===== src/source/mem_stage_pkg.sv =====
// widths, AXI IDs and packed bus structs shared by the memory stage
package mem_stage_pkg;

    localparam int DATA_W     = 32;
    localparam int AXI_ID_W   = 4;
    localparam int REG_ADDR_W = 5;
    localparam int STRB_W     = 4;

    // every load goes out with this ID
    localparam logic [AXI_ID_W-1:0] READ_ID = 4'd1;

    // AXI size code for a full word
    localparam logic [2:0] WORD_SIZE = 3'd2;

    // instruction handed over from EXE
    typedef struct packed {
        logic [DATA_W-1:0]     pc;
        logic [DATA_W-1:0]     alu_result;
        logic [DATA_W-1:0]     store_data;
        logic [STRB_W-1:0]     store_strb;
        logic [2:0]            store_size;
        logic [1:0]            store_byte_offset;
        logic                  mem_en;
        logic                  mem_to_reg;
        logic [3:0]            reg_write;
        logic [REG_ADDR_W-1:0] dest;
        // lb, lbu, lh, lhu, lw
        logic [4:0]            load_kind;
    } exe_mem_bus_t;

    // registered result for WB, load extension happens there
    typedef struct packed {
        logic [DATA_W-1:0]     pc;
        logic [DATA_W-1:0]     alu_result;
        logic [DATA_W-1:0]     load_data;
        logic [REG_ADDR_W-1:0] dest;
        logic [3:0]            reg_write;
        logic                  mem_to_reg;
        logic [4:0]            load_kind;
    } mem_wb_bus_t;

    typedef struct packed {
        logic [AXI_ID_W-1:0] id;
        logic [DATA_W-1:0]   addr;
        logic [2:0]          size;
    } axi_ar_t;

    typedef struct packed {
        logic [AXI_ID_W-1:0] id;
        logic [DATA_W-1:0]   addr;
        logic [2:0]          size;
    } axi_aw_t;

    typedef struct packed {
        logic [AXI_ID_W-1:0] id;
        logic [DATA_W-1:0]   data;
        logic [STRB_W-1:0]   strb;
    } axi_w_t;

endpackage


===== src/source/store_tracker.sv =====
// outstanding write table: free slot selection, release on B, load hazard check
module store_tracker #(
    parameter int STORE_SLOTS = 4
) (
    input  logic                               clk,
    input  logic                               rst,
    input  logic                               alloc,
    input  logic [mem_stage_pkg::DATA_W-1:0]   store_addr,
    input  logic [mem_stage_pkg::DATA_W-1:0]   load_addr,
    input  logic                               bvalid,
    input  logic [mem_stage_pkg::AXI_ID_W-1:0] bid,
    output logic [mem_stage_pkg::AXI_ID_W-1:0] free_id,
    output logic                               slot_free,
    output logic                               read_blocked
);

    localparam int ID_W   = mem_stage_pkg::AXI_ID_W;
    localparam int WORD_W = mem_stage_pkg::DATA_W - 2;

    // one past the last slot means the table is full
    localparam logic [ID_W-1:0] NONE_ID = ID_W'(STORE_SLOTS);

    logic [STORE_SLOTS-1:0] slot_valid;
    logic [STORE_SLOTS-1:0] slot_hit;
    logic [WORD_W-1:0]      slot_word [STORE_SLOTS];
    logic [WORD_W-1:0]      load_word;

    assign load_word = load_addr[mem_stage_pkg::DATA_W-1:2];

    // walk down so the lowest free index is the one left standing
    always_comb begin
        free_id = NONE_ID;
        for (int i = STORE_SLOTS - 1; i >= 0; i--) begin
            if (!slot_valid[i]) begin
                free_id = ID_W'(i);
            end
        end
    end

    assign slot_free    = !(&slot_valid);
    assign read_blocked = |slot_hit;

    for (genvar i = 0; i < STORE_SLOTS; i++) begin : g_slot
        localparam logic [ID_W-1:0] SLOT_ID = ID_W'(i);

        logic take;
        logic release_slot;

        assign take         = alloc && (free_id == SLOT_ID);
        assign release_slot = bvalid && (bid == SLOT_ID);

        // only whole words are compared, byte lanes do not matter
        assign slot_hit[i] = slot_valid[i] && (slot_word[i] == load_word);

        always_ff @(posedge clk) begin
            if (rst) begin
                slot_valid[i] <= 1'b0;
            end else if (take) begin
                slot_valid[i] <= 1'b1;
            end else if (release_slot) begin
                slot_valid[i] <= 1'b0;
            end
        end

        always_ff @(posedge clk) begin
            if (take) begin
                slot_word[i] <= store_addr[mem_stage_pkg::DATA_W-1:2];
            end
        end
    end

endmodule


===== src/source/axi_read_master.sv =====
// AXI AR and R sequencing for a single word load with a held done level
module axi_read_master (
    input  logic                               clk,
    input  logic                               rst,
    input  logic                               load_req,
    input  logic                               read_blocked,
    input  logic                               advance,
    input  logic [mem_stage_pkg::DATA_W-1:0]   load_addr,
    input  logic                               arready,
    input  logic                               rvalid,
    input  logic [mem_stage_pkg::AXI_ID_W-1:0] rid,
    input  logic [mem_stage_pkg::DATA_W-1:0]   rdata,
    output mem_stage_pkg::axi_ar_t             ar,
    output logic                               arvalid,
    output logic                               rready,
    output logic                               read_done,
    output logic [mem_stage_pkg::DATA_W-1:0]   read_data
);

    typedef enum logic [1:0] {
        S_WAIT,
        S_ADDR,
        S_DATA,
        S_DONE
    } rd_state_t;

    rd_state_t state;
    logic      r_fire;

    assign r_fire = rvalid && rready && (rid == mem_stage_pkg::READ_ID);

    always_ff @(posedge clk) begin
        if (rst) begin
            state <= S_WAIT;
        end else begin
            case (state)
                // hold off while a pending store covers this word
                S_WAIT: if (load_req && !read_blocked) state <= S_ADDR;
                S_ADDR: if (arready) state <= S_DATA;
                S_DATA: if (r_fire) state <= S_DONE;
                S_DONE: if (advance) state <= S_WAIT;
                default: state <= S_WAIT;
            endcase
        end
    end

    always_ff @(posedge clk) begin
        if (r_fire) begin
            read_data <= rdata;
        end
    end

    assign ar.id   = mem_stage_pkg::READ_ID;
    assign ar.addr = {load_addr[mem_stage_pkg::DATA_W-1:2], 2'b00};
    assign ar.size = mem_stage_pkg::WORD_SIZE;

    assign arvalid   = (state == S_ADDR);
    assign rready    = (state == S_DATA);
    assign read_done = (state == S_DONE);

endmodule


===== src/source/axi_write_master.sv =====
// AXI AW and W sequencing for one store, done once both channels are accepted
module axi_write_master (
    input  logic                                 clk,
    input  logic                                 rst,
    input  logic                                 store_req,
    input  logic                                 slot_free,
    input  logic [mem_stage_pkg::AXI_ID_W-1:0]   free_id,
    input  logic                                 advance,
    input  logic [mem_stage_pkg::DATA_W-1:0]     store_addr,
    input  logic [mem_stage_pkg::DATA_W-1:0]     store_data,
    input  logic [mem_stage_pkg::STRB_W-1:0]     store_strb,
    input  logic [2:0]                           store_size,
    input  logic [1:0]                           store_byte_offset,
    input  logic                                 awready,
    input  logic                                 wready,
    output mem_stage_pkg::axi_aw_t               aw,
    output logic                                 awvalid,
    output mem_stage_pkg::axi_w_t                w,
    output logic                                 wvalid,
    output logic                                 alloc,
    output logic                                 write_done
);

    logic [mem_stage_pkg::AXI_ID_W-1:0] txn_id;
    logic                               idle;
    logic                               aw_pending;
    logic                               w_pending;

    assign idle  = !awvalid && !wvalid && !write_done;
    assign alloc = idle && store_req && slot_free;

    // still waiting on a channel after this clock
    assign aw_pending = awvalid && !awready;
    assign w_pending  = wvalid && !wready;

    always_ff @(posedge clk) begin
        if (rst) begin
            awvalid    <= 1'b0;
            wvalid     <= 1'b0;
            write_done <= 1'b0;
        end else if (alloc) begin
            awvalid <= 1'b1;
            wvalid  <= 1'b1;
        end else begin
            awvalid <= aw_pending;
            wvalid  <= w_pending;
            // both beats may land on the same clock
            if ((awvalid || wvalid) && !aw_pending && !w_pending) begin
                write_done <= 1'b1;
            end else if (advance) begin
                write_done <= 1'b0;
            end
        end
    end

    always_ff @(posedge clk) begin
        if (alloc) begin
            txn_id <= free_id;
        end
    end

    assign aw.id   = txn_id;
    assign aw.addr = {store_addr[mem_stage_pkg::DATA_W-1:2], store_byte_offset};
    assign aw.size = store_size;

    assign w.id   = txn_id;
    assign w.data = store_data;
    assign w.strb = store_strb;

endmodule


===== src/source/mem_pipe_ctrl.sv =====
// stage valid and allowin handshake, memory request classification, MEM/WB register
module mem_pipe_ctrl (
    input  logic                             clk,
    input  logic                             rst,
    input  logic                             exe_to_mem_valid,
    input  mem_stage_pkg::exe_mem_bus_t      exe_bus,
    input  logic                             wb_allowin,
    input  logic                             read_done,
    input  logic                             write_done,
    input  logic [mem_stage_pkg::DATA_W-1:0] read_data,
    output logic                             mem_allowin,
    output logic                             mem_to_wb_valid,
    output mem_stage_pkg::mem_wb_bus_t       mem_wb_bus,
    output logic [mem_stage_pkg::DATA_W-1:0] bypass,
    output logic                             load_req,
    output logic                             store_req,
    output logic                             advance
);

    logic mem_valid;
    logic is_store;
    logic is_load;
    logic ready_go;

    // any byte enable makes it a store, mem_en alone a load
    assign is_store = |exe_bus.store_strb;
    assign is_load  = exe_bus.mem_en && !is_store;

    assign store_req = mem_valid && is_store;
    assign load_req  = mem_valid && is_load;

    // plain ALU ops go through in the cycle they arrive
    always_comb begin
        if (is_store) begin
            ready_go = write_done;
        end else if (is_load) begin
            ready_go = read_done;
        end else begin
            ready_go = 1'b1;
        end
    end

    assign mem_to_wb_valid = mem_valid && ready_go;
    assign mem_allowin     = !mem_valid || (ready_go && wb_allowin);
    assign advance         = mem_to_wb_valid && wb_allowin;

    assign bypass = exe_bus.alu_result;

    always_ff @(posedge clk) begin
        if (rst) begin
            mem_valid <= 1'b0;
        end else if (mem_allowin) begin
            mem_valid <= exe_to_mem_valid;
        end
    end

    always_ff @(posedge clk) begin
        if (rst) begin
            mem_wb_bus <= '0;
        end else if (advance) begin
            mem_wb_bus.pc         <= exe_bus.pc;
            mem_wb_bus.alu_result <= exe_bus.alu_result;
            // captured word, stale for non-loads and ignored by WB
            mem_wb_bus.load_data  <= read_data;
            mem_wb_bus.dest       <= exe_bus.dest;
            mem_wb_bus.reg_write  <= exe_bus.reg_write;
            mem_wb_bus.mem_to_reg <= exe_bus.mem_to_reg;
            mem_wb_bus.load_kind  <= exe_bus.load_kind;
        end
    end

endmodule


===== src/source/mem_stage.sv =====
// memory stage top level: pipeline control, store tracker, AXI read and write masters
module mem_stage #(
    parameter int STORE_SLOTS = 4
) (
    input  logic                                 clk,
    input  logic                                 rst,

    input  logic                                 exe_to_mem_valid,
    input  mem_stage_pkg::exe_mem_bus_t          exe_bus,
    input  logic                                 wb_allowin,
    output logic                                 mem_allowin,
    output logic                                 mem_to_wb_valid,
    output mem_stage_pkg::mem_wb_bus_t           mem_wb_bus,
    output logic [mem_stage_pkg::DATA_W-1:0]     bypass,

    output mem_stage_pkg::axi_ar_t               ar,
    output logic                                 arvalid,
    input  logic                                 arready,
    input  logic [mem_stage_pkg::DATA_W-1:0]     rdata,
    input  logic [mem_stage_pkg::AXI_ID_W-1:0]   rid,
    input  logic                                 rvalid,
    output logic                                 rready,

    output mem_stage_pkg::axi_aw_t               aw,
    output logic                                 awvalid,
    input  logic                                 awready,
    output mem_stage_pkg::axi_w_t                w,
    output logic                                 wvalid,
    input  logic                                 wready,
    input  logic [mem_stage_pkg::AXI_ID_W-1:0]   bid,
    input  logic                                 bvalid,
    output logic                                 bready
);

    logic                               load_req;
    logic                               store_req;
    logic                               advance;
    logic                               read_done;
    logic [mem_stage_pkg::DATA_W-1:0]   read_data;
    logic                               write_done;
    logic [mem_stage_pkg::AXI_ID_W-1:0] free_id;
    logic                               slot_free;
    logic                               read_blocked;
    logic                               alloc;

    // write responses are always taken, the tracker only frees slots
    assign bready = 1'b1;

    mem_pipe_ctrl u_ctrl (
        .clk              (clk),
        .rst              (rst),
        .exe_to_mem_valid (exe_to_mem_valid),
        .exe_bus          (exe_bus),
        .wb_allowin       (wb_allowin),
        .read_done        (read_done),
        .write_done       (write_done),
        .read_data        (read_data),
        .mem_allowin      (mem_allowin),
        .mem_to_wb_valid  (mem_to_wb_valid),
        .mem_wb_bus       (mem_wb_bus),
        .bypass           (bypass),
        .load_req         (load_req),
        .store_req        (store_req),
        .advance          (advance)
    );

    store_tracker #(
        .STORE_SLOTS (STORE_SLOTS)
    ) u_tracker (
        .clk          (clk),
        .rst          (rst),
        .alloc        (alloc),
        .store_addr   (exe_bus.alu_result),
        .load_addr    (exe_bus.alu_result),
        .bvalid       (bvalid),
        .bid          (bid),
        .free_id      (free_id),
        .slot_free    (slot_free),
        .read_blocked (read_blocked)
    );

    axi_read_master u_rd (
        .clk          (clk),
        .rst          (rst),
        .load_req     (load_req),
        .read_blocked (read_blocked),
        .advance      (advance),
        .load_addr    (exe_bus.alu_result),
        .arready      (arready),
        .rvalid       (rvalid),
        .rid          (rid),
        .rdata        (rdata),
        .ar           (ar),
        .arvalid      (arvalid),
        .rready       (rready),
        .read_done    (read_done),
        .read_data    (read_data)
    );

    axi_write_master u_wr (
        .clk               (clk),
        .rst               (rst),
        .store_req         (store_req),
        .slot_free         (slot_free),
        .free_id           (free_id),
        .advance           (advance),
        .store_addr        (exe_bus.alu_result),
        .store_data        (exe_bus.store_data),
        .store_strb        (exe_bus.store_strb),
        .store_size        (exe_bus.store_size),
        .store_byte_offset (exe_bus.store_byte_offset),
        .awready           (awready),
        .wready            (wready),
        .aw                (aw),
        .awvalid           (awvalid),
        .w                 (w),
        .wvalid            (wvalid),
        .alloc             (alloc),
        .write_done        (write_done)
    );

endmodule


===== config.mk =====
export PLATFORM = sky130hd
export DESIGN_NAME = mem_stage
export DESIGN_NICKNAME = d
export VERILOG_FILES = /design/src/source/mem_stage_pkg.sv /design/src/source/store_tracker.sv /design/src/source/axi_read_master.sv /design/src/source/axi_write_master.sv /design/src/source/mem_pipe_ctrl.sv /design/src/source/mem_stage.sv
export SDC_FILE = /design/constraint.sdc
export NUM_CORES = 1
export LEC_CHECK = 0
export BUFFER_PORTS_ARGS = -buffer_cell sky130_fd_sc_hd__buf_2
export CAP_MARGIN = 0
export CORE_UTILIZATION = 41
export DETAILED_ROUTE_END_ITERATION = 8
export GPL_TIMING_DRIVEN = 0
export PLACE_DENSITY = 0.67
export SETUP_SLACK_MARGIN = 0.02
export SLEW_MARGIN = 10
export SYNTH_ARGS = -nofsm -noshare
export SYNTH_HDL_FRONTEND = slang
export SYNTH_HIERARCHICAL = 1
export SYNTH_SLANG_ARGS = --single-unit

===== constraint.sdc =====
create_clock -name clk -period 4.85 [get_ports clk]
set_input_delay 0.97 -clock clk [delete_from_list [all_inputs] [get_ports clk]]
set_output_delay 0.97 -clock clk [all_outputs]
set_load 0.01 [all_outputs]

=== Word-level counts from Yosys, hierarchy flattened ===
Memories as Yosys holds them, arrays and structs flattened.
Index checks and enable logic that the tools add are counted.

* Reductions and logical operators: 58
* Eq/ne operators: 18
* Muxes and demuxes: 40
* Bitwise logic cells: 1

{| class="wikitable"
|+ Operator list
! kind !! count
|-
| == test 30 bit || 4
|-
| 2-to-1 mux 30 bit || 3
|-
| OR reduction 30 bit || 3
|-
| logical AND 1 bit || 29
|-
| 2-to-1 mux 1 bit || 25
|-
| 2-to-1 mux 2 bit || 7
|-
| 2-to-1 mux 3 bit || 4
|-
| zero test 1 bit || 11
|-
| nonzero test 2 bit || 5
|-
| == test 4 x 1 -> 1 bit, second input constant || 2
|-
| == test 4 x 2 -> 1 bit, second input constant || 2
|-
| zero test 4 bit || 2
|-
| case mux 2 bit (4 select lines) || 1
|-
| AND reduction 4 bit || 2
|-
| OR reduction 4 bit || 2
|-
| == test 3 x 2 -> 1 bit, second input constant || 2
|-
| == test 2 bit, second input constant || 2
|-
| != test 2 x 1 -> 1 bit, second input constant || 2
|-
| != test 2 bit, second input constant || 2
|-
| == test 3 x 1 -> 1 bit, second input constant || 1
|-
| == test 2 x 1 -> 1 bit, second input constant || 1
|-
| zero test 2 bit || 1
|-
| logical OR 1 bit || 2
|-
| AND reduction 2 bit || 1
|-
| inverter 1 bit || 1
|}

* Memories: 1
* Output and inout port bits: 268
* Memory bits (writable): 120
* Word-level logic and storage cells: 136
* Input port bits: 170
* Register bits: 157

{| class="wikitable"
|+ Memory list
! name !! words !! width !! rd ports !! clocked after Yosys merged registers in !! write ports !! line !! source
|-
| u_tracker.slot_word || 4 || 30 || 4 || 0 || 1 || store_tracker.sv:25 || <nowiki>logic [WORD_W-1:0] slot_word [STORE_SLOTS];</nowiki>
|}

=== Logic depth before layout (Yosys ltp) ===
* Word-level depth: 12
* Gate-level depth with buffers: 10
* Gate-level depth less buffers: 9

=== Modules after synthesis ===
The synthesis kept the hierarchy.

{| class="wikitable"
|+ By module, submodules not included
! module !! cells an instance !! times used !! sequential area each (µm²) !! area an instance (µm²)
|-
| mem_pipe_ctrl || 529 || 1 || 2242.2 || 5296.3
|-
| store_tracker || 321 || 1 || 3683.5 || 5236.3
|-
| axi_read_master || 95 || 1 || 1001.0 || 1465.2
|-
| axi_write_master || 92 || 1 || 180.2 || 822.0
|-
| mem_stage || 2 || 1 || 0.0 || 11.3
|}

=== Worst setup path after synthesis ===
No wires, ideal clock.

* Kind: input -> register
* Start point: input port exe_bus[23] (netlist name)
* End point: memory u_tracker/slot_word[3][0] (netlist name) (enable)
* Library setup time: 0.418 ns
* Buffers on the path: 0
* Path slack: 0.798 ns
* Arrival: 3.634 ns
* Required time: 4.432 ns
* Stages: 6
* Path through: or4_1 and2_1 nand2_1 nor4_1 nand3_1 nor2_1

* Elaborated cells between the ends (all ways): 25
* Those cells by class: 14 x mux; 11 x reduce/logical

{| class="wikitable"
|+ RTL lines
! item !! line !! source
|-
| start, declared || mem_stage.sv:9 || <nowiki>input mem_stage_pkg::exe_mem_bus_t exe_bus,</nowiki>
|-
| OR reduction 4 bit * || mem_pipe_ctrl.sv:26 || <nowiki>assign is_store = |exe_bus.store_strb;</nowiki>
|-
| logical AND 1 bit * || mem_pipe_ctrl.sv:29 || <nowiki>assign store_req = mem_valid && is_store;</nowiki>
|-
| net store_req || mem_stage.sv:36 || <nowiki>logic store_req;</nowiki>
|-
| logical AND 1 bit * (2 in a row) || axi_write_master.sv:30 || <nowiki>assign alloc = idle && store_req && slot_free;</nowiki>
|-
| net alloc || mem_stage.sv:44 || <nowiki>logic alloc;</nowiki>
|-
| logical AND 1 bit * || store_tracker.sv:49 || <nowiki>assign take = alloc && (free_id == SLOT_ID);</nowiki>
|-
| net u_tracker.g_slot[3].take || store_tracker.sv:46 || <nowiki>logic take;</nowiki>
|-
| 2-to-1 mux 1 bit * || store_tracker.sv:66 || <nowiki>if (take) begin</nowiki>
|-
| 2-to-1 mux 1 bit (not written as such) * || store_tracker.sv:67 || <nowiki>slot_word[i] <= store_addr[mem_stage_pkg::DATA_W-1:2];</nowiki>
|-
| OR reduction 30 bit (no source line) || -- ||
|-
| 2-to-1 mux 2 bit (no source line) or 2-to-1 mux 1 bit (tied branches) || -- ||
|-
| end, declared || store_tracker.sv:25 ||
|}

Mark *: on every way through the listed nets, which the timed path passes. The rest lies on a longest branch.

=== Worst setup path in the final report ===
* Start point: input port exe_bus[24] (netlist name)
* End point: output port mem_allowin

* Longest elaborated chain between the ends: 7

{| class="wikitable"
|+ Ends and longest elaborated chain
! item !! line !! source
|-
| OR reduction 4 bit * || mem_pipe_ctrl.sv:26 ||
|-
| zero test 1 bit || mem_pipe_ctrl.sv:27 || <nowiki>assign is_load = exe_bus.mem_en && !is_store;</nowiki>
|-
| logical AND 1 bit || mem_pipe_ctrl.sv:27 ||
|-
| 2-to-1 mux 1 bit || mem_pipe_ctrl.sv:36 || <nowiki>end else if (is_load) begin</nowiki>
|-
| 2-to-1 mux 1 bit * || mem_pipe_ctrl.sv:34 || <nowiki>if (is_store) begin</nowiki>
|-
| logical AND 1 bit * || mem_pipe_ctrl.sv:44 || <nowiki>assign mem_allowin = !mem_valid || (ready_go && wb_allowin);</nowiki>
|-
| logical OR 1 bit * || mem_pipe_ctrl.sv:44 ||
|-
| end, declared || mem_stage.sv:11 || <nowiki>output logic mem_allowin,</nowiki>
|}

Mark *: on every way between the ends. The rest lies on a longest branch, timed or not.

==> metrics <==
P per Cell Area=about 340 nW/um^2; area grow syn2layout=28.3%; Critical Path Fanout Max=3; Slowest cell on crit path=or4_1; Final #Nets=about 1.6k; Syn Area/Cell=about 12 um^2; via/cell ratio=4.63; Setup Crit Path Kind=in2out; first-pass GRT wire length=~47000 um; proportion of layout cells with a drive suffix above 1=approximately two fifths; Post-synth EDFFs=approximately 160; fmax=between 300 and 400 MHz; I/O Buffers=390; Initial Util=41.8%; Hold Path Depth=2; Placed Cells=around 1.8k; Fin. Hold Viols=0; CP Launch Type=primary input; Die X=179 um; Routed Antenna Nets=0; count of hold-fix buffers inserted at cts=0; drt first pass iters=6; Tcrit/Tclk final=between 60% and 70%; clock transition at the registers of the reported paths=about 60 ps; Mapped Area=between 10000 and 15000 um^2; Worst Path Arrival=between 2000 and 2500 ps; min Tclk post-route=around 3300 ps; clk_lat worst skew=approximately 550 ps; die height=around 180 um; Gate Count Post-Synth=just over 1k; total chip power=5620 uW; post-CTS setup buffers=0; status=completed; final slew viol count=0; drc violations=0; Worst EP required=between 3000 and 4000 ps; Final HPWL DP=between 20000 and 25000 um; Peak VDD IR=0.252 mV; slowest stage delay, CP=580 ps; synthesized flop and latch total=between 200 and 300; Top cell by count, worst path=buf_2; grt total ovfl=0; commonest cells after routing, fill and taps aside=buf_2, nand2b_1, edfxtp_1, buf_4, dfxtp_1; Distinct cells, synth=45; MaxCap Viol Count=0; worst-case reg-to-reg path depth=8; post-place setup slack=approximately 1500 ps; Setup TNS Final=0 ps; clock buffer depth=3; routed wire length=around 33000 um; Final GP Congestion=between 0.7 and 0.8; root buf cell=clkbuf_16; Max Clock Skew=between 10 and 15 ps; 1st-iter DRT viols=approximately 400; yosys warns=6; Post-synth ARST share=0%; post_cts resized=0; number of global-route vias before repair=8095; via count=between 8k and 9k; initial antenna violation count=5; post-route insts no fill=roughly 1.9k; Total GRT Usage=19.6%; Core ar.=30700 um^2; Worst-Margin Slew=about 800 ps; die area=approximately 32000 um^2; RSZ-0062 raised after global routing=no; CTS Buf Count=30; Seq/Total Area, Yosys=between 50% and 60%; main flop type after synthesis=edfxtp_1; io pins=438; Leakage=between 0.007 and 0.008 uW; CTS tree=yes; clk sink count=roughly 280; CP Cell Sequence=buf_2, or4_1, or2_1, o211ai_1, nand2_1, buf_2; # setup viols final=0; relative slew slack=~46%; pin count of the biggest net entering global routing=33; Setup WS post-layout=1560 ps; CP Capture Type=output pin; commonest non-fill, non-tap cell in the layout=buf_2; DR WL/cell=approximately 17 um; min-delay worst type=reg2reg; cell row count=64; H-Tree Level Count=1
[power by group]
part / internal, uW / switching, uW / leakage [uW]
registers: 2560 / 37.7 / 0.00239
clock network: 1420 / 924 / 0.000486
logic: 335 / 350 / 0.00470
[path summary, 6_finish.rpt]
path,startpoint,to,slack [ps]
max,exe_bus[24],mem_allowin,1560
min,u_ctrl/mem_wb_bus[78]$_SDFFE_PP0P_,u_ctrl/mem_wb_bus[78]$_SDFFE_PP0P_,470
max reg2reg,u_tracker/slot_valid[1]$_SDFFE_PP0P_,u_tracker/slot_word[3][10]$_DFFE_PP_,2270
min reg2reg,u_ctrl/mem_wb_bus[78]$_SDFFE_PP0P_,u_ctrl/mem_wb_bus[78]$_SDFFE_PP0P_,470
[worst max-delay path, delay by kind of cell]
kind                   cells  cell delay (ps)
and+or+nand+nor            3              940
buffers and inverters      2              270
AOI/OAI and AO/OA          1              130
[through the flow]
| step | cell area [um^2] | hold slack (ps) | util, % |
|---|---|---|---|
| global placement | 15300 | 458 | 49.9 |
| global route | 16500 | 488 | 53.6 |
| CTS | 16400 | 473 | 53.6 |
| finish | 16500 | 469 | 53.7 |
| detailed placement | 15400 | 463 | 50.3 |
| floorplan | 12900 | 484 | - |
[synthesized netlist by cell type, types with 3 or more instances]
cell type    n  area, um^2
a21oi_1      3        15.0
buf_2        5        25.0
buf_4      149        1120
buf_6       14         158
clkbuf_1    24        90.1
conb_1       4        15.0
dfxtp_1    121        2420
edfxtp_1   156        4680
ha_1         5        62.6
inv_1        4        15.0
mux2i_1    112        1120
nand2_1      6        22.5
nand2b_1   228        1430
nand4_1     27         169
nor2_1      11        41.3
nor4_1      17         106
xnor2_1     73         639
xnor2_2      3        48.8
xor2_1      44         385
[routing by layer]
layer / GRT usage, % / routed length, um
met2: 33.3 / 16100
met5: 0 / 10
met1: 25.2 / 13800
met4: 5.54 / 722
met3: 3.97 / 2360
[flip-flops by register name, summed over array words and instances (netlist names)]
signal,cells
u_wr/write_done,1
u_tracker/slot_valid,4
u_tracker/slot_word,120
u_wr/txn_id,4
u_wr/wvalid,1
u_ctrl/mem_wb_bus,111
u_ctrl/mem_valid,1
u_rd/read_data,32
u_wr/awvalid,1
u_rd/state,2
[kinds of logic (layout without fill, tap and decap cells)]
family | count (synthesis) | after routing | share of synthesized area, %
simple gates | 305 | 305 | 14.8
other cells | 4 | 15 | 0.117
buf+inv | 197 | 647 | 11.0
xor+xnor | 120 | 120 | 8.37
compound gates | 19 | 19 | 1.16
fa+ha+maj | 5 | 5 | 0.488
mux | 112 | 112 | 8.74
flops | 277 | 277 | 55.4
[area by class of cell]
class                           count  area (um^2)
Fill cell                        2689        14200
Sequential cell                   277         7110
Multi-Input combinational cell    572         4380
Timing Repair Buffer              395         2040
Buffer                            192         1390
Clock buffer                       39          795
Tap cell                          396          495
Clock inverter                     16          219
Inverter                            5         18.8
Antenna cell                        4         10.0
Note: power is estimated with default switching activity, not from simulation.
